==> config.mk <==
export PLATFORM = sky130hd
export DESIGN_NAME = regfile
export DESIGN_NICKNAME = d
export VERILOG_FILES = /design/src/core_pkg.sv /design/src/regfile.sv
export SDC_FILE = /design/constraint.sdc
export NUM_CORES = 2
export LEC_CHECK = 0
export BUFFER_PORTS_ARGS = -buffer_cell sky130_fd_sc_hd__clkbuf_2
export CORE_MARGIN = 2
export CORE_UTILIZATION = 60
export CTS_BUF_LIST = sky130_fd_sc_hd__clkbuf_8
export CTS_CLUSTER_DIAMETER = 150
export DETAILED_ROUTE_END_ITERATION = 10
export GPL_ROUTABILITY_DRIVEN = 0
export PLACE_DENSITY = 0.76
export SYNTH_ARGS = -nofsm -noshare
export SYNTH_HDL_FRONTEND = slang
export SYNTH_SLANG_ARGS = --single-unit
==> constraint.sdc <==
create_clock -name clk -period 2.51 [get_ports clk]
set_clock_uncertainty 0.2 [all_clocks]
set_input_delay 0 -clock clk [delete_from_list [all_inputs] [get_ports clk]]
set_output_delay 0 -clock clk [all_outputs]
set_load 0.01 [all_outputs]
==> src/core_pkg.sv <==
// shared widths, opcode and operation enums, host address map
`default_nettype none

package core_pkg;

    // default sizes, overridden from the top level
    parameter int xlen_p       = 64;
    parameter int imem_bytes_p = 256;
    parameter int dmem_words_p = 32;

    // major opcodes of the supported subset
    typedef enum logic [6:0] {
        op_reg    = 7'b0110011,
        op_imm    = 7'b0010011,
        op_load   = 7'b0000011,
        op_store  = 7'b0100011,
        op_branch = 7'b1100011
    } opcode_e;

    // decoded operation, one per supported instruction
    typedef enum logic [2:0] {
        alu_add,
        alu_addi,
        mem_ld,
        mem_sd,
        br_eq,
        illegal
    } op_e;

    // host address map, 12-bit byte addresses
    localparam logic [11:0] imem_base   = 12'h000;
    localparam logic [11:0] ctrl_addr   = 12'h100;
    localparam logic [11:0] status_addr = 12'h104;
    // register i: low word at +8i, high word at +8i+4
    localparam logic [11:0] reg_base    = 12'h200;

endpackage

`default_nettype wire

==> src/regfile.sv <==
// 32-entry integer register file with two execute reads and one host read
`default_nettype none

module regfile #(
    parameter int xlen = core_pkg::xlen_p
) (
    input  logic            clk,
    input  logic            arst_n,
    input  logic [4:0]      rs1,
    input  logic [4:0]      rs2,
    input  logic [4:0]      host_raddr,
    output logic [xlen-1:0] rs1_data,
    output logic [xlen-1:0] rs2_data,
    output logic [xlen-1:0] host_rdata,
    input  logic            wb_en,
    input  logic [4:0]      wb_addr,
    input  logic [xlen-1:0] wb_data
);

    logic [xlen-1:0] regs [32];

    // x0 is never written, so it keeps its reset value of zero
    always_ff @(posedge clk or negedge arst_n) begin
        if (!arst_n) begin
            for (int i = 0; i < 32; i++) begin
                regs[i] <= '0;
            end
        end else if (wb_en && (wb_addr != 5'd0)) begin
            regs[wb_addr] <= wb_data;
        end
    end

    assign rs1_data   = regs[rs1];
    assign rs2_data   = regs[rs2];
    assign host_rdata = regs[host_raddr];

endmodule

`default_nettype wire

* Word level (Yosys, flattened, before mapping)
Cells that the tools add are included.
Storage, ports and cells: register bits 2048, bits of input ports 87, logic and storage cells 56
Operators by class: $lt $le $gt $ge 5, muxes and demuxes 12, bitwise logic cells 4, reductions and logical operators 3
Operators with widths (number):
- bitwise mux 2048 bit | 1
- binary-select mux 64 bit (select 5 bit) | 3
- two-way mux 64 bit | 7
- demux 64 bit (select 5 bit) | 1
- >= comparator 6 bit, second input constant | 4
- NOT 5 -> 6 bit | 4
- less-than comparator 6 x 1 -> 1 bit, second input constant | 1
- nonzero test 5 bit | 1
- logical AND 1 bit | 2

* Depth between registers and ports, before layout
depth after elaboration 6, depth in mapped cells 9, mapped depth without buffers 4

* Worst setup path after synthesis
OpenSTA, ideal clock, no wires.
kind input-to-output, start input rs2[0], end output rs2_data[49], arrival 1.857 ns, required time 2.310 ns, path slack 0.453 ns, cell stages on the path 8, cells stage by stage buf_2 buf_6 buf_4 buf_2 mux4_2 mux2i_1 o22ai_1 a221o_1
Between the ends: cells in the longest elaborated chain, start to end 4
Ends and longest elaborated chain:
- from (decl) | RTL line regfile.sv:10 | input logic [4:0] rs2,
- NOT 5 -> 6 bit (implied by the code) | RTL line regfile.sv:34 | assign rs2_data = regs[rs2];
- binary-select mux 64 bit (select 5 bit) | RTL line regfile.sv:34
- two-way mux 64 bit (implied by the code) (2 in a row) | RTL line regfile.sv:34
- to (decl) | RTL line regfile.sv:13 | output logic [xlen-1:0] rs2_data,
Every way passes these cells. The select of a mux whose other input is x is not followed.

* Final worst setup path
start register regs[154] (netlist name), end output rs2_data[26]
Between the ends: cells in the longest elaborated chain, start to end 3
Ends and longest elaborated chain:
- from (decl) | RTL line regfile.sv:20 | logic [xlen-1:0] regs [32];
- from (signal, indexed assignment) | RTL line regfile.sv:29 | regs[wb_addr] <= wb_data;
- binary-select mux 64 bit (select 5 bit) | RTL line regfile.sv:34
- two-way mux 64 bit (implied by the code) (2 in a row) | RTL line regfile.sv:34
Every way passes these cells. The select of a mux whose other input is x is not followed.

==> flow_summary.ini <==
[critical_path]
crit_family = multiplexers
critPathCaptureType = output pin
crit_arrival_ns = 2.99
crit_start = regs[154]
worst_r2r_startpoint = regs[1163]
cp_num_cells = 4
crit_chain = mux4_2 -> mux4_2 -> mux2_4 -> buf_6
critical_path.max_stage_delay_ns = 0.50
path_max_fanout = 4
reg2reg_depth = 2
worstSetupPathType = reg2out
worst-endpoint-required_ns = 2.31
crit_top_cell = mux4_2
critPathSlowestCell = mux4_2
crit_buf_inv = 1
cp-start-kind = flop

[drt]
wl_per_cell_um = 37.4
detail_route.first_pass.iterations = 7
drcViolationCount = 0
drtIter0Drc = 10600
vias = 85400
routed_via_density = 7.63
final_antenna_net_count = 0
drt-total-wl_um = 419000

[placement]
numPortBuffers = 278
place_ws_ns = -0.233
dp_hpwl_um = 255000
placedCellCount = 10200

[yosys]
syn_area_um2 = 124000
synth.yosys.seq_area_share_pct = 41.3
syn_inst = 7636
synth_area_leaders = dfrtp_1 (41%), mux4_2 (31%), mux2_2 (20%)
yosysUniqueCellTypes = 36
yosysTopAreaCellShare_pct = 41.3
yosys.area.top_type = dfrtp_1
yosysWarnings = 0
ys_ff_latch = 2048
synth_nets = 7723
avgSynthCellArea_um2 = 16.2

[timing]
period_share_pct = 127
worst-slew-pin-transition_ns = 1.36
grt_setup_unrepaired = true
setup_viol = 192
hold_viol_final = 0
fmax_mhz = 313
maxSlewViolCount = 0
setup_slack_ns = -0.683
whs_ns = 0.0990
layout_min_cycle_time_ns = 3.19
maxSlewHeadroom_pct = 9.01

[power]
powerDensity_nw_per_um2 = 740
peakVddDrop_mv = 0.658
fin_total_pwr_mw = 107
power_leakage_nw = 62.2

[final_layout]
area_delta_synth_final_pct = 17.1
fillers = 12800
top_regs = regs x2048
postLayoutCoreUtil_pct = 70.8
multi_input_area_um2 = 70700
final_cell_mix = mux2_2 (2098), dfrtp_1 (2045), mux4_2 (1689), buf_4 (494), clkbuf_8 (453)
nNetsFinal = 8340
layout_commonest_cell = mux2_2
regMostFlops = regs
stdcell_count = 11200
largest_reg_flops = 2048
drive_gt1_share_pct = 67.1
regArea_um2 = 51300

[global_route]
antenna_found_initial = 13
grtUsageTotal_pct = 40.1
overflow = 0
grt_first_pass_wirelength_um = 613000
grt_pass1_vias = 88500
grt_max_degree = 112

[run_status]
outcome = finished with violations
violations = setup timing

[cts]
cts_tree = yes
cts_max_level = 5
cts_sinks = 2048
insertion_delay_ns = 1.09
clockBufferDepth = 4
cts_made_buffers = 357
clockRootBuffer = clkbuf_8
cts.clk_slew.worst_paths_ns = 0.06

[floorplanning]
die-height_um = 459
dieArea_um2 = 210000
start_util_pct = 60.5
core_area_um2 = 205000
ios = 279
num_rows = 166
die_x_um = 459

[min_path]
hold_start = wb_data[59]
worstHoldPathType = in2reg
min_path_cells = 3

[flow_run]
cap_violations = 0
## per-stage QoR
stage,area (um^2),setup TNS (ns)
after global routing,145000,-114.53
after detailed placement,132000,-22.38
final,145000,-101.60
after floorplan,124000,0
after global placement,132000,-24.86
after CTS,144000,-114.97
## routing by layer
layer | up-vias | global-route usage (%) | wire length (um)
li1 | 32100 | - | -
met3 | 1576 | 10.9 | 47900
met5 | - | 0 | 76
met4 | 12 | 26.4 | 31900
met2 | 6141 | 59.7 | 192000
met1 | 45600 | 52.3 | 147000
## where the power goes
part           internal [mW]  leakage (nW)  switching (mW)
logic                   19.2          31.9            11.5
registers               39.3          26.3            6.39
clock network           16.7          3.99            14.3
## synth_stat cells
cell type and instances:
buf_6 9, mux2i_1 234, a21o_1 2, nor4_2 1, buf_2 315, a22oi_1 8, a31oi_1 9, nor2b_1 22
mux2_2 2234, or2_2 1, nor3_1 2, a211o_1 11, nand3_1 1, buf_4 53, nor3_2 4, a221oi_1 62
nand2b_1 9, nand2_1 108, a21oi_1 28, dfrtp_1 2048, a22o_1 11, a221o_1 34, a211oi_1 2, clkbuf_1 529
a21boi_0 17, nand4_1 1, nor3b_1 2, a32o_1 9, nor2_1 30, o22ai_1 87, inv_2 2, o21ai_0 17
nand4b_1 3, buf_1 39, and2_1 3, mux4_2 1689
## cell families after synthesis
kind of cell	share of synthesized area, %
AND/OR/NAND/NOR	0.687
flip-flops	41.3
multiplexers	52.8
buffers and inverters	3.40
AO/OA/AOI/OAI	1.78
## worst reg2reg max path, stage by stage (launching register included)
cell and delay, ns:
dfrtp_1 0.42, mux2_2 0.27, dlygate4sd3_1 0.55
## layout make-up
cell class / instances / area share [%]
diodes: 11 / 0.0190
clock buffers: 443 / 4.20
clock inverters: 156 / 0.632
inverters: 2 / 0.00862
multi-input cells: 4641 / 48.7
flip-flops and latches: 2048 / 35.3
well taps: 2688 / 2.32
repair buffers: 1203 / 8.84
## worst paths after layout
kind	endpoint	slack [ns]
max	rs2_data[26]	-0.68
min	regs[1595]	0.1
max reg2reg	regs[1163]	0.95
min reg2reg	regs[2006]	0.22
max in group asynchronous	regs[1795]	0.46
min in group asynchronous	regs[1076]	0.41
## what timing repair did
| action | 4_1_cts | 5_1_grt |
|---|---|---|
| pin swaps | 63 | 37 |
| buffers inserted | 156 | 65 |
| resized for setup | 347 | 289 |
| endpoints found under the setup margin | 192 | 228 |
| hold buffers | 150 | 0 |
| hold endpoints to repair | 4032 | 0 |
Power figures use the tool's default switching activity.
