## config.mk

```make
export PLATFORM = sky130hd
export DESIGN_NAME = core_exec
export DESIGN_NICKNAME = d
export VERILOG_FILES = /design/src/core_pkg.sv /design/src/core_exec.sv
export SDC_FILE = /design/constraint.sdc
export NUM_CORES = 2
export LEC_CHECK = 0
export BUFFER_PORTS_ARGS = -buffer_cell sky130_fd_sc_hd__buf_2
export CORE_MARGIN = 3
export CORE_UTILIZATION = 35
export CTS_BUF_LIST = sky130_fd_sc_hd__clkbuf_4 sky130_fd_sc_hd__clkbuf_8
export DETAILED_ROUTE_END_ITERATION = 16
export SLEW_MARGIN = 40
export SYNTH_ARGS = -nofsm -noshare
export SYNTH_HDL_FRONTEND = slang
export SYNTH_SLANG_ARGS = --single-unit
```

## constraint.sdc

```tcl
create_clock -name clk -period 8.5 [get_ports clk]
set_clock_uncertainty 0.05 [all_clocks]
set_input_delay 0.85 -clock clk [delete_from_list [all_inputs] [get_ports clk]]
set_output_delay 0.85 -clock clk [all_outputs]
set_load 0.02 [all_outputs]
```

## src/core_pkg.sv

```systemverilog
// shared widths, opcode and operation enums, host address map
`default_nettype none

package core_pkg;

    // default sizes, overridden from the top level
    parameter int xlen_p       = 64;
    parameter int imem_bytes_p = 256;
    parameter int dmem_words_p = 32;

    // major opcodes of the supported subset
    typedef enum logic [6:0] {
        op_reg    = 7'b0110011,
        op_imm    = 7'b0010011,
        op_load   = 7'b0000011,
        op_store  = 7'b0100011,
        op_branch = 7'b1100011
    } opcode_e;

    // decoded operation, one per supported instruction
    typedef enum logic [2:0] {
        alu_add,
        alu_addi,
        mem_ld,
        mem_sd,
        br_eq,
        illegal
    } op_e;

    // host address map, 12-bit byte addresses
    localparam logic [11:0] imem_base   = 12'h000;
    localparam logic [11:0] ctrl_addr   = 12'h100;
    localparam logic [11:0] status_addr = 12'h104;
    // register i: low word at +8i, high word at +8i+4
    localparam logic [11:0] reg_base    = 12'h200;

endpackage

`default_nettype wire

```

## src/core_exec.sv

```systemverilog
// program counter, adder, branch compare, data memory, writeback and halt
`default_nettype none

module core_exec #(
    parameter int xlen       = core_pkg::xlen_p,
    parameter int imem_bytes = core_pkg::imem_bytes_p,
    parameter int dmem_words = core_pkg::dmem_words_p
) (
    input  logic                          clk,
    input  logic                          arst_n,
    input  logic                          run,
    input  core_pkg::op_e                 op,
    input  logic [xlen-1:0]               imm,
    input  logic [4:0]                    rd,
    input  logic [xlen-1:0]               rs1_data,
    input  logic [xlen-1:0]               rs2_data,
    output logic [$clog2(imem_bytes)-1:0] pc,
    output logic                          wb_en,
    output logic [4:0]                    wb_addr,
    output logic [xlen-1:0]               wb_data,
    output logic                          halted
);

    import core_pkg::*;

    localparam int pc_w = $clog2(imem_bytes);
    localparam int dm_w = $clog2(dmem_words);

    logic [xlen-1:0] dmem [dmem_words];
    logic [xlen-1:0] alu_b;
    logic [xlen-1:0] sum;
    logic [xlen-1:0] ld_data;
    logic [dm_w-1:0] dm_addr;
    logic [pc_w-1:0] pc_next;
    logic            step;
    logic            taken;

    // one instruction retires per cycle while running and not halted
    assign step = run && !halted;

    // one adder serves add, addi and the ld/sd address
    assign alu_b = (op == alu_add) ? rs2_data : imm;
    assign sum   = rs1_data + alu_b;

    // doubleword index, wraps modulo dmem_words
    assign dm_addr = sum[dm_w+2:3];
    assign ld_data = dmem[dm_addr];

    assign taken   = (op == br_eq) && (rs1_data == rs2_data);
    assign pc_next = taken ? (pc + imm[pc_w-1:0]) : (pc + pc_w'(4));

    assign wb_en   = step && ((op == alu_add) || (op == alu_addi) || (op == mem_ld));
    assign wb_addr = rd;
    assign wb_data = (op == mem_ld) ? ld_data : sum;

    // pc freezes on an illegal op, halted holds until reset
    always_ff @(posedge clk or negedge arst_n) begin
        if (!arst_n) begin
            pc     <= '0;
            halted <= 1'b0;
        end else if (step) begin
            if (op == illegal) begin
                halted <= 1'b1;
            end else begin
                pc <= pc_next;
            end
        end
    end

    // store lands at the same edge as any register write
    always_ff @(posedge clk or negedge arst_n) begin
        if (!arst_n) begin
            for (int i = 0; i < dmem_words; i++) begin
                dmem[i] <= '0;
            end
        end else if (step && (op == mem_sd)) begin
            dmem[dm_addr] <= rs2_data;
        end
    end

endmodule

`default_nettype wire

```

Yosys cells after proc, flatten, opt, wreduce, memory -nomap -nowiden
Cells that the tools add are included.
{"block": "word_totals", "wordCells": 67, "ramBits": 0, "latch_bits": 0, "out_inout_bits": 79, "mem_count": 0, "regBits": 2057, "in_bits": 203, "rom_bits": 0}
{"block": "op_classes", "mux": 9, "shift": 0, "reduce_logical": 11, "add_sub_neg": 3, "n_lt_le_gt_ge": 2, "n_div": 0, "bitwise_logic": 2, "n_eq_ne": 6, "n_mul": 0}
{"operator": "bitwise mux 2048 bit", "n": 1}
{"operator": "binary-select mux 64 bit (select 5 bit)", "n": 1}
{"operator": "demux 64 bit (select 5 bit)", "n": 1}
{"operator": "two-way mux 64 bit", "n": 5}
{"operator": "adder 64 bit", "n": 1}
{"operator": "equality test 64 bit", "n": 1}
{"operator": "adder 8 x 3 -> 8 bit (second input constant)", "n": 1}
{"operator": "adder 8 bit", "n": 1}
{"operator": "two-way mux 8 bit", "n": 1}
{"operator": "equality test 3 x 2 -> 1 bit (second input constant)", "n": 2}
{"operator": "equality test 3 bit (second input constant)", "n": 2}
{"operator": "greater-or-equal comparator 6 bit (second input constant)", "n": 1}
{"operator": "less-than comparator 6 x 1 -> 1 bit (second input constant)", "n": 1}
{"operator": "NOT 5 -> 6 bit", "n": 1}
{"operator": "logical AND 1 bit", "n": 5}
{"operator": "AND reduction 2 bit", "n": 2}
{"operator": "equality test 3 x 1 -> 1 bit (second input constant)", "n": 1}
{"operator": "logical NOT 3 bit", "n": 1}
{"operator": "logical OR 1 bit", "n": 2}
{"operator": "logical NOT 1 bit", "n": 1}
{"operator": "NOT 1 bit", "n": 1}

Longest topological paths before layout
{"block": "logic_depth", "ltp_word": 9, "depth_mapped": 21, "ltp_nobuf": 15}

Worst setup path after synthesis
OpenSTA, ideal clock, no wires.
{"block": "synth_timing", "path_type": "input-to-output", "start": "in op[0]", "end": "out wb_data[17]", "t_required_ns": 7.600, "path_slack_ns": 2.413, "t_arrival_ns": 5.187, "path_stages": 19, "path_buffers": 7, "path_cell_list": "clkbuf_1 nor3_1 clkbuf_1 clkbuf_1 mux2_2 ha_1 inv_1 fa_1 nand2b_1 nand2b_1 a21oi_1 xnor2_1 buf_2 buf_2 buf_1 buf_2 mux4_2 a21oi_1 a221oi_1"}
{"block": "synth_via", "elab_chain_cells": 8, "word_cells_on_any_way": 9, "cone_classes": "add/sub (1); eq/ne (1); mux (5); bitwise (1); reduce/logical (1)"}
{"item": "start, declared", "line": "core_exec.sv:12", "source": "input core_pkg::op_e op,"}
{"item": "logical NOT 3 bit", "line": "core_exec.sv:42", "source": "assign alu_b = (op == alu_add) ? rs2_data : imm;"}
{"item": "two-way mux 64 bit", "line": "core_exec.sv:42"}
{"item": "adder 64 bit", "line": "core_exec.sv:43", "source": "assign sum = rs1_data + alu_b;"}
{"item": "NOT 5 -> 6 bit (implied by the code)", "line": "core_exec.sv:47", "source": "assign ld_data = dmem[dm_addr];"}
{"item": "binary-select mux 64 bit (select 5 bit)", "line": "core_exec.sv:47"}
{"item": "two-way mux 64 bit (implied by the code) (2 in a row)", "line": "core_exec.sv:47"}
{"item": "two-way mux 64 bit (*)", "line": "core_exec.sv:54", "source": "assign wb_data = (op == mem_ld) ? ld_data : sum;"}
{"item": "end, declared", "line": "core_exec.sv:20", "source": "output logic [xlen-1:0] wb_data,"}
Mark *: on every way between the ends. The rest lies on a longest branch, timed or not. The select of a mux whose other input is x is not followed.

Final worst setup path
{"block": "layout_timing", "start": "in op[0]", "end": "out wb_data[51]"}
The elaborated chain is that of the path after synthesis.

==> impl_summary.log <==
[metrics] run status: finished with violations
[metrics] failing checks: antenna violations
[metrics] summed instance area of the synthesized netlist: 98700 um2
[metrics] global-route wire length before repair: 492000 um
[metrics] Antenna Violating Nets Remaining: 1
[metrics] Horiz. Die Dim: approximately 540 um
[metrics] Worst IR Drop VDD: 0.000151 V
[metrics] number of buffers created by CTS: between 300 and 400
[metrics] fraction of layout instances using a drive strength above 1: 0.493
[metrics] pin count of the biggest net entering global routing: ~160
[metrics] Slew HR: 0.306
[metrics] wire length after detailed routing: 346000 um
[metrics] average detailed-routed wire length per instance: 31.4 um
[metrics] post-synthesis to final-layout area growth: 13.9%
[metrics] maximum clock insertion buffer count: 4
[metrics] maximum fanout count along the critical path: 63
[metrics] Hold Crit Class: in -> reg
[metrics] Min Hold Slack: 0.119 ns
[metrics] Initial Util: 0.352
[metrics] Peak Freq: about 0.13 GHz
[metrics] number of instances on the worst hold path: 2
[metrics] Setup Buffers After CTS: 0
[metrics] number of endpoints failing setup at the final stage: 0
[metrics] HPWL after DPL: 216000 um
[metrics] power per cell area: 218 nW/um2
[metrics] number of different library cells in the post-synthesis netlist: 76
[metrics] R2R depth: 7
[metrics] setup slack after placement: 1.02 ns
[metrics] CP Data Arrival Time: 6.54 ns
[metrics] routability-driven placement congestion ratio: 0.887
[metrics] critical path startpoint category: input pin
[metrics] final cell area excluding filler cells: about 110000 um2
[metrics] Die Height: between 500 and 600 um
[metrics] kind of end point of the critical path: output port
[metrics] I/O Pins: 282
[metrics] via density per instance: 5.79
[metrics] number of levels the H-tree was split into: 5
[metrics] RSZ-0062 raised after global routing: false
[metrics] Setup Crit Path Kind: in -> out
[metrics] number of DRC markers after the initial detailed-route iteration: around 6000
[metrics] DRC errors left: 0
[metrics] post-CTS resize count: 0
[metrics] sequential-to-total area share from yosys stat: 0.521
[metrics] count of input and output buffers: roughly 270
[metrics] count of final hold-check violations: 0
[metrics] Final Max Tran Viols: 0
[metrics] gr usage total: 0.236
[metrics] power after layout: 24.5 mW
[metrics] vias in the first global route: 65684
[metrics] total grt overflow: 0
[metrics] clock network latency to the later pin of the worst-skew pair: 0.96 ns
[metrics] synthesized net count: 7053
[metrics] fraction of the cycle the final worst path needs: 0.875
[metrics] post-synthesis async set-or-reset flop share: 1.00
[metrics] setup TNS: 0 ns
[metrics] crit path time final: 7.44 ns
[metrics] dpl cell area: 105000 um2
[metrics] clock tree from TritonCTS: built
[metrics] initial antenna violation count: 58
[metrics] clock-pin slew on the worst setup and hold paths: 0.06 ns
[metrics] final net count: 7272
[metrics] std cell rows: approximately 190
[metrics] Leak: 53.6 nW
[metrics] syn avg cell area: 14.6 um2
[metrics] number of synthesis warnings: 0
[metrics] post-synthesis register bit count: 2057
[metrics] library cell used as clock root buffer: sky130_fd_sc_hd__clkbuf_8
[metrics] total die area: between 200000 and 300000 um2
[metrics] post-cts hold buffer count: 1
[metrics] core footprint: about 280000 um2
[metrics] required time of the worst setup path: around 7.6 ns
[metrics] Cells after Synth: 6771
[metrics] transition at the pin with the smallest max-transition slack: ~1.0 ns
[metrics] Vias: 63712
[metrics] Main synth FF type: sky130_fd_sc_hd__dfrtp_1
[metrics] number of enable flip-flop cells after synthesis: 0
[metrics] clock sink total: around 2100
[metrics] Max-Cap Viols: 0
[metrics] post-layout worst setup margin: 1.06 ns
[metrics] first-pass iteration count of the detailed router: 5
-- logic make-up after synthesis --
logic type               Yosys count  synth area share
multiplexers                    2637             0.360
flip-flops                      2057             0.521
AO/OA/AOI/OAI                    659            0.0414
buffers and inverters            649            0.0298
AND/OR/NAND/NOR                  561            0.0256
XOR/XNOR                         129            0.0116
adder cells (fa/ha/maj)           79            0.0102
-- cell type report --
| cell class | count | area [um2] |
|---|---|---|
| antenna | 36 | 90.1 |
| fill | 25923 | 168000 |
| timing repair buffer | 491 | 3860 |
| sequential | 2057 | 51500 |
| tap | 3724 | 4660 |
| clock buffer | 571 | 7050 |
| multi-input combinational | 4065 | 44900 |
| inverter | 24 | 90.1 |
| clock inverter | 34 | 340 |
-- final timing paths --
path	start	end	slack, ns
max	op[0]	wb_data[51]	1.06
min	run	halted	0.12
max reg2reg	halted	dmem[1168]	4.74
min reg2reg	pc[7]	pc[7]	0.42
max in group asynchronous	arst_n	dmem[509]	5.83
min in group asynchronous	arst_n	dmem[1682]	0.34
-- routing by layer --
| layer | vias to the layer above | wire length (um) | track usage |
|---|---|---|---|
| met1 | 34636 | 143000 | 0.318 |
| met5 | - | 149 | 0 |
| met4 | 22 | 17200 | 0.107 |
| met3 | 689 | 31300 | 0.0640 |
| met2 | 2718 | 154000 | 0.356 |
| li1 | 25647 | - | - |
-- cells in the final DEF, fill, tap and decap left out, types with 9 or more instances in the layout --
cell                       synthesis  final
sky130_fd_sc_hd__a211oi_1         17     16
sky130_fd_sc_hd__a21o_1           31     31
sky130_fd_sc_hd__a21oi_1         257    255
sky130_fd_sc_hd__a221o_1           9      9
sky130_fd_sc_hd__a221oi_1         18     18
sky130_fd_sc_hd__a22oi_1          45     45
sky130_fd_sc_hd__a311oi_1         18     18
sky130_fd_sc_hd__a31oi_1          12     12
sky130_fd_sc_hd__and3_1            9      9
sky130_fd_sc_hd__buf_12            0     50
sky130_fd_sc_hd__buf_16            0      9
sky130_fd_sc_hd__buf_2           237    270
sky130_fd_sc_hd__buf_4            49    153
sky130_fd_sc_hd__clkbuf_4          0    130
sky130_fd_sc_hd__clkbuf_8          0    442
sky130_fd_sc_hd__clkinv_2          0     15
sky130_fd_sc_hd__dfrtp_1        2057   2057
sky130_fd_sc_hd__diode_2           0     36
sky130_fd_sc_hd__ha_1             77     77
sky130_fd_sc_hd__inv_1            24     23
sky130_fd_sc_hd__mux2_1          223    223
sky130_fd_sc_hd__mux2_2         1843   1843
sky130_fd_sc_hd__mux2i_1          47     47
sky130_fd_sc_hd__mux4_2          524    524
sky130_fd_sc_hd__nand2_1         323    306
sky130_fd_sc_hd__nand2_8           0      9
sky130_fd_sc_hd__nand3_1          37     37
sky130_fd_sc_hd__nand4_1          30     30
sky130_fd_sc_hd__nor2_1           68     52
sky130_fd_sc_hd__nor2_2            7     15
sky130_fd_sc_hd__nor2_4           13     21
sky130_fd_sc_hd__nor3_1           28     22
sky130_fd_sc_hd__nor4_1           17     15
sky130_fd_sc_hd__o211ai_1         17     17
sky130_fd_sc_hd__o21ai_0         143    140
sky130_fd_sc_hd__o21bai_1         15     15
sky130_fd_sc_hd__o22ai_1           9      9
sky130_fd_sc_hd__xnor2_1          73     64
sky130_fd_sc_hd__xnor2_2           1      9
sky130_fd_sc_hd__xor2_1           54     46
-- synth_stat cells, drive strengths merged (15+ instances only) --
master | number | area (um2)
mux2 | 2066 | 23300
dfrtp | 2057 | 51500
mux4 | 524 | 11800
nand2 | 328 | 1240
buf | 320 | 1700
clkbuf | 305 | 1140
a21oi | 258 | 1290
o21ai | 151 | 767
nor2 | 88 | 445
ha | 77 | 963
xnor2 | 74 | 656
xor2 | 55 | 489
mux2i | 47 | 470
a22oi | 45 | 338
nand3 | 37 | 185
a21o | 31 | 233
nand4 | 30 | 188
nor3 | 29 | 150
inv | 24 | 90.1
a211oi | 18 | 140
a221oi | 18 | 158
a311oi | 18 | 158
o211ai | 18 | 140
nor4 | 17 | 106
o21bai | 15 | 113
-- critical path, stage by stage --
cell	delay, ns
sky130_fd_sc_hd__buf_2	0.16
sky130_fd_sc_hd__nor3_2	0.54
sky130_fd_sc_hd__buf_12	0.43
sky130_fd_sc_hd__mux2_2	0.40
sky130_fd_sc_hd__ha_1	0.46
sky130_fd_sc_hd__o211ai_1	0.18
sky130_fd_sc_hd__o21a_2	0.30
sky130_fd_sc_hd__o21ai_2	0.37
sky130_fd_sc_hd__xor2_4	0.47
sky130_fd_sc_hd__buf_4	0.41
sky130_fd_sc_hd__buf_4	0.32
sky130_fd_sc_hd__nand2_1	0.07
sky130_fd_sc_hd__a21oi_1	0.16
sky130_fd_sc_hd__a21oi_1	0.05
sky130_fd_sc_hd__o21ai_0	0.64
sky130_fd_sc_hd__a21boi_0	0.33
sky130_fd_sc_hd__buf_2	0.22
-- metrics by stage --
stage / cells / util
detailed placement: 10352 / 0.374
global placement: 10347 / 0.373
global route: 10982 / 0.401
finish: 11002 / 0.401
CTS: 10958 / 0.400
floorplan: 6771 / -
-- where the power goes --
part	switching (mW)	leakage [nW]	total, mW	internal, mW
clock network	4.12	3.93	9.43	5.31
logic	2.97	21.1	4.61	1.64
registers	0.241	28.6	10.5	10.3
total	7.33	53.6	24.5	17.2
-- flip-flops by register name, indices dropped and copies added, names as in the netlist --
register and flops:
dmem 2048, halted 1, pc 8
Note: power is estimated with default switching activity, not from simulation.
