File: config.mk
export PLATFORM = sky130hd
export DESIGN_NAME = inst_decode
export DESIGN_NICKNAME = d
export VERILOG_FILES = /design/src/core_pkg.sv /design/src/inst_decode.sv
export SDC_FILE = /design/constraint.sdc
export NUM_CORES = 1
export LEC_CHECK = 0
export CAP_MARGIN = 20
export CORE_AREA = 3 3 40 42
export DETAILED_ROUTE_END_ITERATION = 16
export DIE_AREA = 0 0 43 45
export DONT_BUFFER_PORTS = 1
export PLACE_DENSITY = 0.63
export SYNTH_ARGS = -nofsm -noshare
export SYNTH_HDL_FRONTEND = slang
export SYNTH_SLANG_ARGS = --single-unit
File: constraint.sdc
create_clock -name vclk -period 3
set_input_delay 0.3 -clock vclk [all_inputs]
set_output_delay 0.3 -clock vclk [all_outputs]
set_load 0.005 [all_outputs]
File: src/core_pkg.sv
// shared widths, opcode and operation enums, host address map
`default_nettype none

package core_pkg;

    // default sizes, overridden from the top level
    parameter int xlen_p       = 64;
    parameter int imem_bytes_p = 256;
    parameter int dmem_words_p = 32;

    // major opcodes of the supported subset
    typedef enum logic [6:0] {
        op_reg    = 7'b0110011,
        op_imm    = 7'b0010011,
        op_load   = 7'b0000011,
        op_store  = 7'b0100011,
        op_branch = 7'b1100011
    } opcode_e;

    // decoded operation, one per supported instruction
    typedef enum logic [2:0] {
        alu_add,
        alu_addi,
        mem_ld,
        mem_sd,
        br_eq,
        illegal
    } op_e;

    // host address map, 12-bit byte addresses
    localparam logic [11:0] imem_base   = 12'h000;
    localparam logic [11:0] ctrl_addr   = 12'h100;
    localparam logic [11:0] status_addr = 12'h104;
    // register i: low word at +8i, high word at +8i+4
    localparam logic [11:0] reg_base    = 12'h200;

endpackage

`default_nettype wire

File: src/inst_decode.sv
// opcode to operation mapping and immediate extraction with sign extension
`default_nettype none

module inst_decode #(
    parameter int xlen = core_pkg::xlen_p
) (
    input  logic [31:0]       instruction,
    input  core_pkg::opcode_e opcode,
    output core_pkg::op_e     op,
    output logic [xlen-1:0]   imm
);

    import core_pkg::*;

    logic [xlen-1:0] imm_i;
    logic [xlen-1:0] imm_s;
    logic [xlen-1:0] imm_b;

    // I layout for addi and ld
    assign imm_i = {{(xlen-12){instruction[31]}}, instruction[31:20]};

    // S layout for sd
    assign imm_s = {{(xlen-12){instruction[31]}}, instruction[31:25], instruction[11:7]};

    // B layout, offset in bytes so bit 0 is always zero
    assign imm_b = {{(xlen-13){instruction[31]}}, instruction[31], instruction[7],
                    instruction[30:25], instruction[11:8], 1'b0};

    always_comb begin
        op  = illegal;
        imm = '0;
        case (opcode)
            op_reg: begin
                op = alu_add;
            end
            op_imm: begin
                op  = alu_addi;
                imm = imm_i;
            end
            op_load: begin
                op  = mem_ld;
                imm = imm_i;
            end
            op_store: begin
                op  = mem_sd;
                imm = imm_s;
            end
            op_branch: begin
                op  = br_eq;
                imm = imm_b;
            end
            // anything else halts the core
            default: op = illegal;
        endcase
    end

endmodule

`default_nettype wire

* After elaboration in Yosys (flattened, before gate mapping)
Index checks and enable logic that the tools add are counted.
** Storage, ports and cells
- Output and inout port bits :: 67
- Bits in registers :: 0
- Logic and storage cells :: 8
- Input port bits :: 39
** Cells by class
- Mux-type cells :: 2
- Equality and inequality tests :: 5
- Reductions and logical operators :: 1
** Operators with widths (count)
- $pmux 64 s3 :: 1
- $pmux 3 s5 :: 1
- $eq 7x6->1 const B :: 2
- $eq 7x2->1 const B :: 1
- $eq 7x5->1 const B :: 1
- $eq 7x7->1 const B :: 1
- $reduce_or 2->1 :: 1

* Logic depth before layout (Yosys ltp)
Gate-level depths: netlist of run 1.
- Depth after elaboration :: 3
- Depth in mapped cells :: 5
- Depth with buffers taken out :: 3

* Least setup slack after synthesis of run 1
OpenSTA, ideal clock, no wires.
- Path type :: input to output
- Start point :: input port opcode[2]
- End point :: output port imm[13]
- Setup slack :: 622 ps
- Data arrival time :: 2078 ps
- Buffers on the path :: 2
- Stages :: 5
- Data required time :: 2700 ps
- Path through :: nand4bb_1 -> clkbuf_2 -> o21ba_4 -> and2_1 -> buf_4
** Between the ends
- Longest elaborated chain between the ends :: 3
- Elaborated cells between the ends (all ways) :: 6
- Those cells by class :: eq/ne: 4; mux: 1; reduce/logical: 1
** Ends and longest elaborated chain
- start, declared :: RTL line inst_decode.sv:8 : input core_pkg::opcode_e opcode,
- $eq 7x2->1 / $eq 7x5->1 (equally long branches) :: RTL line inst_decode.sv:32 : case (opcode)
- $reduce_or 2->1 (no source line)
- $pmux 64 s3 * :: RTL line inst_decode.sv:32
- end, declared :: RTL line inst_decode.sv:10 : output logic [xlen-1:0] imm
Mark *: on every way between the ends. The rest lies on a longest branch, timed or not.

* Worst setup path after layout of run 1
- Start point :: input port opcode[2]
- End point :: output port imm[38]
Same word-level chain as after synthesis.

==> flow_metrics.py, run 1 <==
metrics = {
    "power_and_ir_drop": {
        "vdd_drop_max_v": 0.00001877,
        "p_per_area_nw_per_um2": 71.45,
        "leakage_nw": 0.08626,
    },
    "logic_synthesis": {
        "seq_area_frac_synth": 0,
        "yosys.area_share.simple": 0.2213,
        "synth_fp_nets": 122,
        "synthXorXnorAreaFrac": 0.01461,
        "netlist_area_um2": 599.3,
        "synth_compound_area_frac": 0.1169,
        "syn_avg_cell_area_um2": 7.221,
        "yosys_warnings": 0,
        "synth_fa_ha_area_frac": 0,
        "syn_inst": 83,
        "synth_top_family_by_area": "buffers and inverters",
        "synth_mux_area_frac": 0,
        "yosysUniqueCellTypes": 18,
    },
    "layout": {
        "seq_area_um2": 0,
        "fillers": 141,
        "diodes": 0,
        "seq_cell_count": 0,
        "final_cell_mix": "7 x nor2_1, 6 x and2_1, 4 x a22oi_1",
        "area_growth_pct": -56.79,
        "drive_gt1_frac": 0.2121,
        "final_common_cell": "nor2_1",
        "num-clock-buffers": 0,
        "nets": 74,
    },
    "route": {
        "drc": 0,
        "finalWirelength_um": 710,
        "dr.pass1.iters": 4,
        "wl_per_cell_um": 14.79,
        "ant_nets": 0,
        "vias_per_cell": 5.438,
        "vias": 261,
        "first_iter_violations": 6,
    },
    "timing": {
        "relSlewSlack": 0.7679,
        "post-route-period-util": 0.5952,
        "drv_slew": 0,
        "hold_violations": 0,
        "fin_hold_ws_ns": 0.6337,
        "finalSetupTns_ns": 0,
        "setup_viol": 0,
        "rsz0062_at_grt": "no",
        "worst_pin_slew_ns": 0.3469,
        "min_period_ns": 1.786,
        "max_freq_ghz": 0.5600,
        "timing.final.ws_setup_ns": 1.214,
    },
    "critical_path": {
        "crit_fanout": 19,
        "startpoint_type": "input pin",
        "path_cells": "nand4bb_1, o21ba_4, and2_2, buf_4",
        "cp.depth": 4,
        "critical_path_class": "in2out",
        "critPathArrivalTime_ns": 1.49,
        "endpoint_kind": "output port",
        "crit_buf_inv": 1,
        "cp_slowest_stage_delay_ns": 0.35,
        "cpLargestDelayFamily": "simple AND/OR/NAND/NOR gates",
        "cp.required_ns": 2.70,
        "crit_path_top_delay_cell": "nand4bb_1",
        "crit_start": "opcode[2]",
    },
    "global_route": {
        "grtUsageTotal": 0.05556,
        "grt_pass1_wl_um": 890,
        "grt_pass1_vias": 180,
        "grt-ovfl-total": 0,
        "grt_max_degree": 34,
        "antenna_found_initial": 0,
    },
    "floorplanning": {
        "rows": 13,
        "pin_count": 106,
        "core_area_um2": 1285,
        "initial_core_util": 0.4664,
        "die_width_um": 43,
        "dieArea_um2": 1935,
        "die_h_um": 45,
    },
    "clocking": {
        "post_cts_resized": 0,
        "post_cts_buffers": 0,
        "hold_buffers": 0,
    },
    "worst_hold_path": {
        "hold_class": "in2out",
        "hold_depth": 1,
        "worstHoldStart": "opcode[4]",
        "worst_hold_path.endpoint": "op[1]",
    },
    "placement": {
        "dp.final_hpwl_um": 603,
        "numPortBuffers": 0,
        "gp_congestion": 0.5276,
        "dp_slack_ns": 1.207,
    },
    "outcome": {
        "run_status": "complete, no violations",
    },
    "job": {
        "drv_cap": 0,
    },
}
cell families (layout without fill, tap and decap cells):
group                  count (synthesis)  in the layout
buffers and inverters                 52              2
AO/OA/AOI/OAI                          9              9
AND/OR/NAND/NOR                       21             21
XOR/XNOR                               1              1
where the power goes:
group	switching (mW)	internal, mW
Clock	0	0
Combinational	0.00960	0.00890
Sequential	0	0
per-stage QoR:
step,util,total power [mW],instance area (um2),instances
after detailed placement,0.2016,0.01856,259.0,48
after CTS,0.2016,0.01862,259.0,48
after global placement,0.2016,0.01818,259.0,48
after global routing,0.2016,0.02088,259.0,48
after floorplan,-,0.02544,599.3,83
final,0.2016,0.01850,259.0,48
synth_stat cells, drive strengths merged:
library cell  count  area, um2
buf              51      382.9
and2              7      43.79
nor2              7      26.28
a22oi             4      30.03
nor2b             2      20.02
a211oi            1      7.510
a21oi             1      5.000
a31oi             1      6.260
and2b             1      8.760
clkbuf            1      5.000
nand2b            1      6.260
nand3b            1      7.510
nand4bb           1      11.26
o21ai             1      5.000
o21ba             1      16.27
or2               1      8.760
xor2              1      8.760
worst max path at each step:
stage,slack [ns],end
after CTS,1.21,imm[38]
after global placement,1.24,imm[38]
after detailed placement,1.21,imm[38]
after floorplan,0.62,imm[13]
final,1.21,imm[38]
after global routing,1.06,imm[13]
per-layer routing:
layer / wire, um / part of all wire / up-vias / global-route usage
met5: 0 / 0 / - / 0
met4: 0 / 0 / 0 / 0
met3: 126 / 0.18 / 0 / 0.007968
met2: 321 / 0.45 / 25 / 0.08084
met1: 263 / 0.37 / 121 / 0.09048
li1: - / - / 115 / -
cell type report:
class	instances	area (um2)	share of cell area
Multi-Input combinational cell	31	212.7	0.8213
Timing Repair Buffer	2	27.53	0.1063
Tap cell	15	18.77	0.07246
Note: power is estimated with default switching activity, not from simulation.
==> inputs of run 2 (changes only) <==
Clock period 3 ns to 1.75 ns, I/O delays scaled along.
==> run 2 against run 1 <==
Count of clock-buffer cells in the layout unchanged. Sequential cell count unchanged. Non-clock buffer count increased by 1. Critical path type unchanged. Critical endpoint is now imm[26].
==> flow_metrics.py, run 2 (synthesis results as in run 1) <==
metrics = {
    "clocking": {
        "hold_buffers": 0,
        "post_cts_buffers": 0,
        "post_cts_resized": 0,
    },
    "layout": {
        "num-clock-buffers": 0,
        "drive_gt1_frac": 0.2353,
        "nets": 75,
        "final_common_cell": "nor2_1",
        "final_cell_mix": "7 x nor2_1, 6 x and2_1, 4 x a22oi_1",
        "diodes": 0,
        "finalNonFillerCells": 49,
        "final_core_util": 0.2171,
        "seq_area_um2": 0,
        "area_growth_pct": -53.44,
        "seq_cell_count": 0,
    },
    "worst_hold_path": {
        "worst_hold_path.endpoint": "op[1]",
        "hold_class": "in2out",
        "hold_depth": 1,
        "worstHoldStart": "opcode[4]",
    },
    "floorplanning": {
        "dieArea_um2": 1935,
        "core_area_um2": 1285,
        "pin_count": 106,
        "initial_core_util": 0.4664,
        "rows": 13,
        "die_width_um": 43,
        "die_h_um": 45,
    },
    "outcome": {
        "run_status": "complete, no violations",
    },
    "critical_path": {
        "cp_slowest_stage_delay_ns": 0.27,
        "critPathArrivalTime_ns": 1.10,
        "path_cells": "nor2_1, o21ba_4, and2_2, buf_12",
        "startpoint_type": "input pin",
        "critical_path_class": "in2out",
        "crit_path_top_delay_cell": "nor2_1",
        "endpoint_kind": "output port",
        "cp.required_ns": 1.57,
        "crit_fanout": 32,
    },
    "timing": {
        "max_freq_ghz": 0.7872,
        "hold_violations": 0,
        "rsz0062_at_grt": "no",
        "setup_viol": 0,
        "relSlewSlack": 0.7790,
        "finalSetupTns_ns": 0,
        "worst_pin_slew_ns": 0.3302,
        "min_period_ns": 1.270,
        "post-route-period-util": 0.7259,
        "drv_slew": 0,
    },
    "placement": {
        "dpl.cell_count": 49,
        "dp.final_hpwl_um": 644.4,
        "numPortBuffers": 0,
        "gp_congestion": 0.6703,
    },
    "power_and_ir_drop": {
        "p_per_area_nw_per_um2": 117.9,
        "leakage_nw": 0.09321,
        "vdd_drop_max_v": 0.00004070,
    },
    "global_route": {
        "grt_pass1_vias": 223,
        "grtUsageTotal": 0.05721,
        "antenna_found_initial": 0,
        "grt-ovfl-total": 0,
        "grt_pass1_wl_um": 910,
        "grt_max_degree": 33,
    },
    "route": {
        "finalWirelength_um": 751,
        "dr.pass1.iters": 4,
        "vias": 259,
        "drc": 0,
        "first_iter_violations": 8,
        "vias_per_cell": 5.286,
        "ant_nets": 0,
        "wl_per_cell_um": 15.33,
    },
    "job": {
        "drv_cap": 0,
    },
}
-- run 2: how the worst max path moves through the flow --
stage	from	endpoint	slack, ns	cells after the start
finish	opcode[5]	imm[26]	0.48	4
global route	opcode[5]	imm[22]	0.38	4
CTS	opcode[5]	imm[26]	0.47	4
detailed placement	opcode[5]	imm[26]	0.47	4
global placement	opcode[5]	imm[26]	0.48	4
floorplan	opcode[2]	imm[13]	0.05	5
-- run 2: layer usage --
metal / global-route usage / vias to the layer above / part of all wire
met5: 0 / - / 0
met3: 0.01992 / 0 / 0.20
met1: 0.06905 / 121 / 0.30
li1: - / 117 / -
met4: 0 / 0 / 0
met2: 0.1048 / 21 / 0.49
-- run 2: final cells by class --
type                            instances  area, um2
Multi-Input combinational cell         31      212.7
Fill cell                             143       1006
Timing Repair Buffer                    3      47.55
Tap cell                               15      18.77
-- run 2: per-stage QoR --
step	hold WS, ns	cell area [um2]	worst slack [ns]	power, mW
2_1_floorplan	0.3811	600.6	0.04764	0.04300
3_3_place_gp	0.3866	279.0	0.4765	0.03264
3_5_place_dp	0.3846	279.0	0.4670	0.03313
4_1_cts	0.3846	279.0	0.4679	0.03328
5_1_grt	0.3869	279.0	0.3767	0.03760
6_report	0.3834	279.0	0.4797	0.03290
-- run 2: power by group --
part           internal [mW]  switching (mW)  leakage, nW  total, mW
clock network              0               0            0          0
registers                  0               0            0          0
logic                 0.0166          0.0163       0.0932     0.0329
total                 0.0166          0.0163       0.0932     0.0329
-- run 2: critical path, delay by kind of cell --
kind | cells | cell delay, ns
compound gates | 1 | 0.20
simple gates | 2 | 0.48
buf+inv | 1 | 0.23
==> inputs of run 3 (changes only) <==
Settings changed: ABC_AREA set to 1, PLACE_DENSITY 0.63 to 0.71.
Clock period 1.75 ns to 1.1 ns, I/O delays scaled along.
==> run 3 against run 2 <==
Cell area up 34%. First-iteration DRC count fell by 88%. Die area unchanged. Combinational power is 110% higher. Count of clock-buffer cells in the layout unchanged. Largest power group unchanged.
==> flow_metrics.py, run 3 <==
metrics = {
    "outcome": {
        "run_status": "complete, no violations",
    },
    "placement": {
        "numPortBuffers": 0,
        "dp_slack_ns": 0.1178,
        "gp_congestion": 0.6515,
        "dpl-instance-area_um2": 374.1,
        "dp.final_hpwl_um": 736.5,
    },
    "power_and_ir_drop": {
        "total_power_uw": 70.53,
        "vdd_drop_max_v": 0.00007411,
        "leakage_nw": 0.2104,
        "p_per_area_nw_per_um2": 188.5,
    },
    "job": {
        "drv_cap": 0,
    },
    "clocking": {
        "hold_buffers": 0,
        "post_cts_resized": 0,
        "post_cts_buffers": 0,
    },
    "global_route": {
        "grt-ovfl-total": 0,
        "antenna_found_initial": 0,
        "grtUsageTotal": 0.07131,
        "grt_pass1_vias": 269,
        "grt_max_degree": 47,
        "grt_pass1_wl_um": 1131,
    },
    "route": {
        "drc": 0,
        "first_iter_violations": 1,
        "wl_per_cell_um": 11.47,
        "finalWirelength_um": 860,
        "dr.pass1.iters": 3,
        "vias": 350,
        "vias_per_cell": 4.667,
        "ant_nets": 0,
    },
    "critical_path": {
        "critPathArrivalTime_ns": 0.86,
        "path_cells": "inv_1, nand2_2, inv_2, o21ai_4, nor2_4, buf_16",
        "startpoint_type": "input pin",
        "critical_path_class": "in2out",
        "endpoint_kind": "output port",
        "crit_path_top_delay_cell": "buf_16",
        "cp_slowest_stage_delay_ns": 0.27,
        "crit_fanout": 46,
        "cp.required_ns": 0.99,
    },
    "timing": {
        "worst_pin_slew_ns": 0.2459,
        "post-route-period-util": 0.8806,
        "setup_viol": 0,
        "timing.final.ws_setup_ns": 0.1313,
        "hold_violations": 0,
        "max_freq_ghz": 1.032,
        "relSlewSlack": 0.8355,
        "rsz0062_at_grt": "no",
        "min_period_ns": 0.9687,
        "drv_slew": 0,
    },
    "layout": {
        "seq_area_um2": 0,
        "seq_cell_count": 0,
        "drive_gt1_frac": 0.2667,
        "num-clock-buffers": 0,
        "final_cell_mix": "13 x inv_1, 13 x nand3_1, 8 x nor2_1, 8 x nand2_1",
        "fillers": 137,
        "multi_input_area_um2": 227.7,
        "final_core_util": 0.2911,
        "nets": 101,
        "diodes": 0,
        "design_area_um2": 374.1,
        "area_growth_pct": -44.11,
    },
    "logic_synthesis": {
        "seq_area_frac_synth": 0,
        "synth_area_leader_cell": "buf_4",
        "syn_avg_cell_area_um2": 6.198,
        "yosysUniqueCellTypes": 13,
        "syn_inst": 108,
        "netlist_area_um2": 669.4,
        "yosys-top-cells-area": "buf_4 57%, nand3_1 9.7%, inv_1 7.9%, nor2_1 5.0%, nand2_1 4.5%",
        "synth_commonest_cells": "51 x buf_4, 14 x inv_1, 13 x nand3_1, 9 x nor2_1, 8 x nand2_1",
        "yosysTopAreaCellShare": 0.5720,
        "synth.most_common_cell": "buf_4",
        "synth_fp_nets": 147,
        "yosys_warnings": 0,
    },
    "worst_hold_path": {
        "worst_hold_path.endpoint": "op[1]",
        "hold_depth": 1,
        "hold_class": "in2out",
        "worstHoldStart": "opcode[4]",
    },
    "floorplanning": {
        "dieArea_um2": 1935,
        "die_h_um": 45,
        "pin_count": 106,
        "initial_core_util": 0.5209,
        "core_area_um2": 1285,
        "die_width_um": 43,
        "rows": 13,
    },
}
==> run 3: cell types whose count changed after synthesis, sizes merged, moves of 2 or more <==
cell / delta
inv: +16
nand3: +14
nand2: +11
and2: -7
nor2: +5
a22oi: -4
nand4: +2
nor2b: -2
==> run 3: logic make-up (layout without fill, tap and decap cells) <==
kind of cell           Yosys count  after routing  synth area share
AO/OA/AOI/OAI                    1              1           0.02431
AND/OR/NAND/NOR                 39             39            0.2972
buffers and inverters           68             20            0.6785
==> run 3: critical path: cells and delay by family <==
kind	cells	cell delay, ns
compound gates	1	0.10
buf+inv	3	0.43
simple gates	2	0.20
==> run 3: per-layer routing <==
| metal | GRT usage | up-vias | wire length (um) |
|---|---|---|---|
| met5 | 0 | - | 0 |
| met4 | 0 | 0 | 0 |
| met3 | 0.01992 | 0 | 179 |
| met2 | 0.1527 | 24 | 433 |
| met1 | 0.07143 | 145 | 247 |
| li1 | - | 181 | - |
==> run 3: worst max path at each step <==
stage | from | endpoint | slack [ns] | cells after the start
3_3_place_gp | opcode[4] | imm[44] | 0.12 | 6
2_1_floorplan | opcode[3] | imm[13] | -0.33 | 6
3_5_place_dp | opcode[4] | imm[44] | 0.12 | 6
6_report | opcode[4] | imm[16] | 0.13 | 6
4_1_cts | opcode[4] | imm[44] | 0.12 | 6
5_1_grt | opcode[4] | imm[51] | 0.04 | 6
==> run 3: layout make-up <==
cell class,count,share of cell area
inverters,16,0.2074
well taps,15,0.05017
multi-input cells,40,0.6087
repair buffers,4,0.1338
==> run 3: where the power goes <==
part	leakage, nW	internal (mW)	switching (mW)	total (mW)
sequential	0	0	0	0
clock	0	0	0	0
combinational	0.210	0.0260	0.0445	0.0705
total	0.210	0.0260	0.0445	0.0705
==> run 3: stage by stage <==
step                instances  hold slack [ns]  setup TNS (ns)
global route               75           0.2557               0
CTS                        75           0.2562               0
global placement           75           0.2553               0
detailed placement         75           0.2562               0
finish                     75           0.2548               0
floorplan                 108           0.2511          -16.95
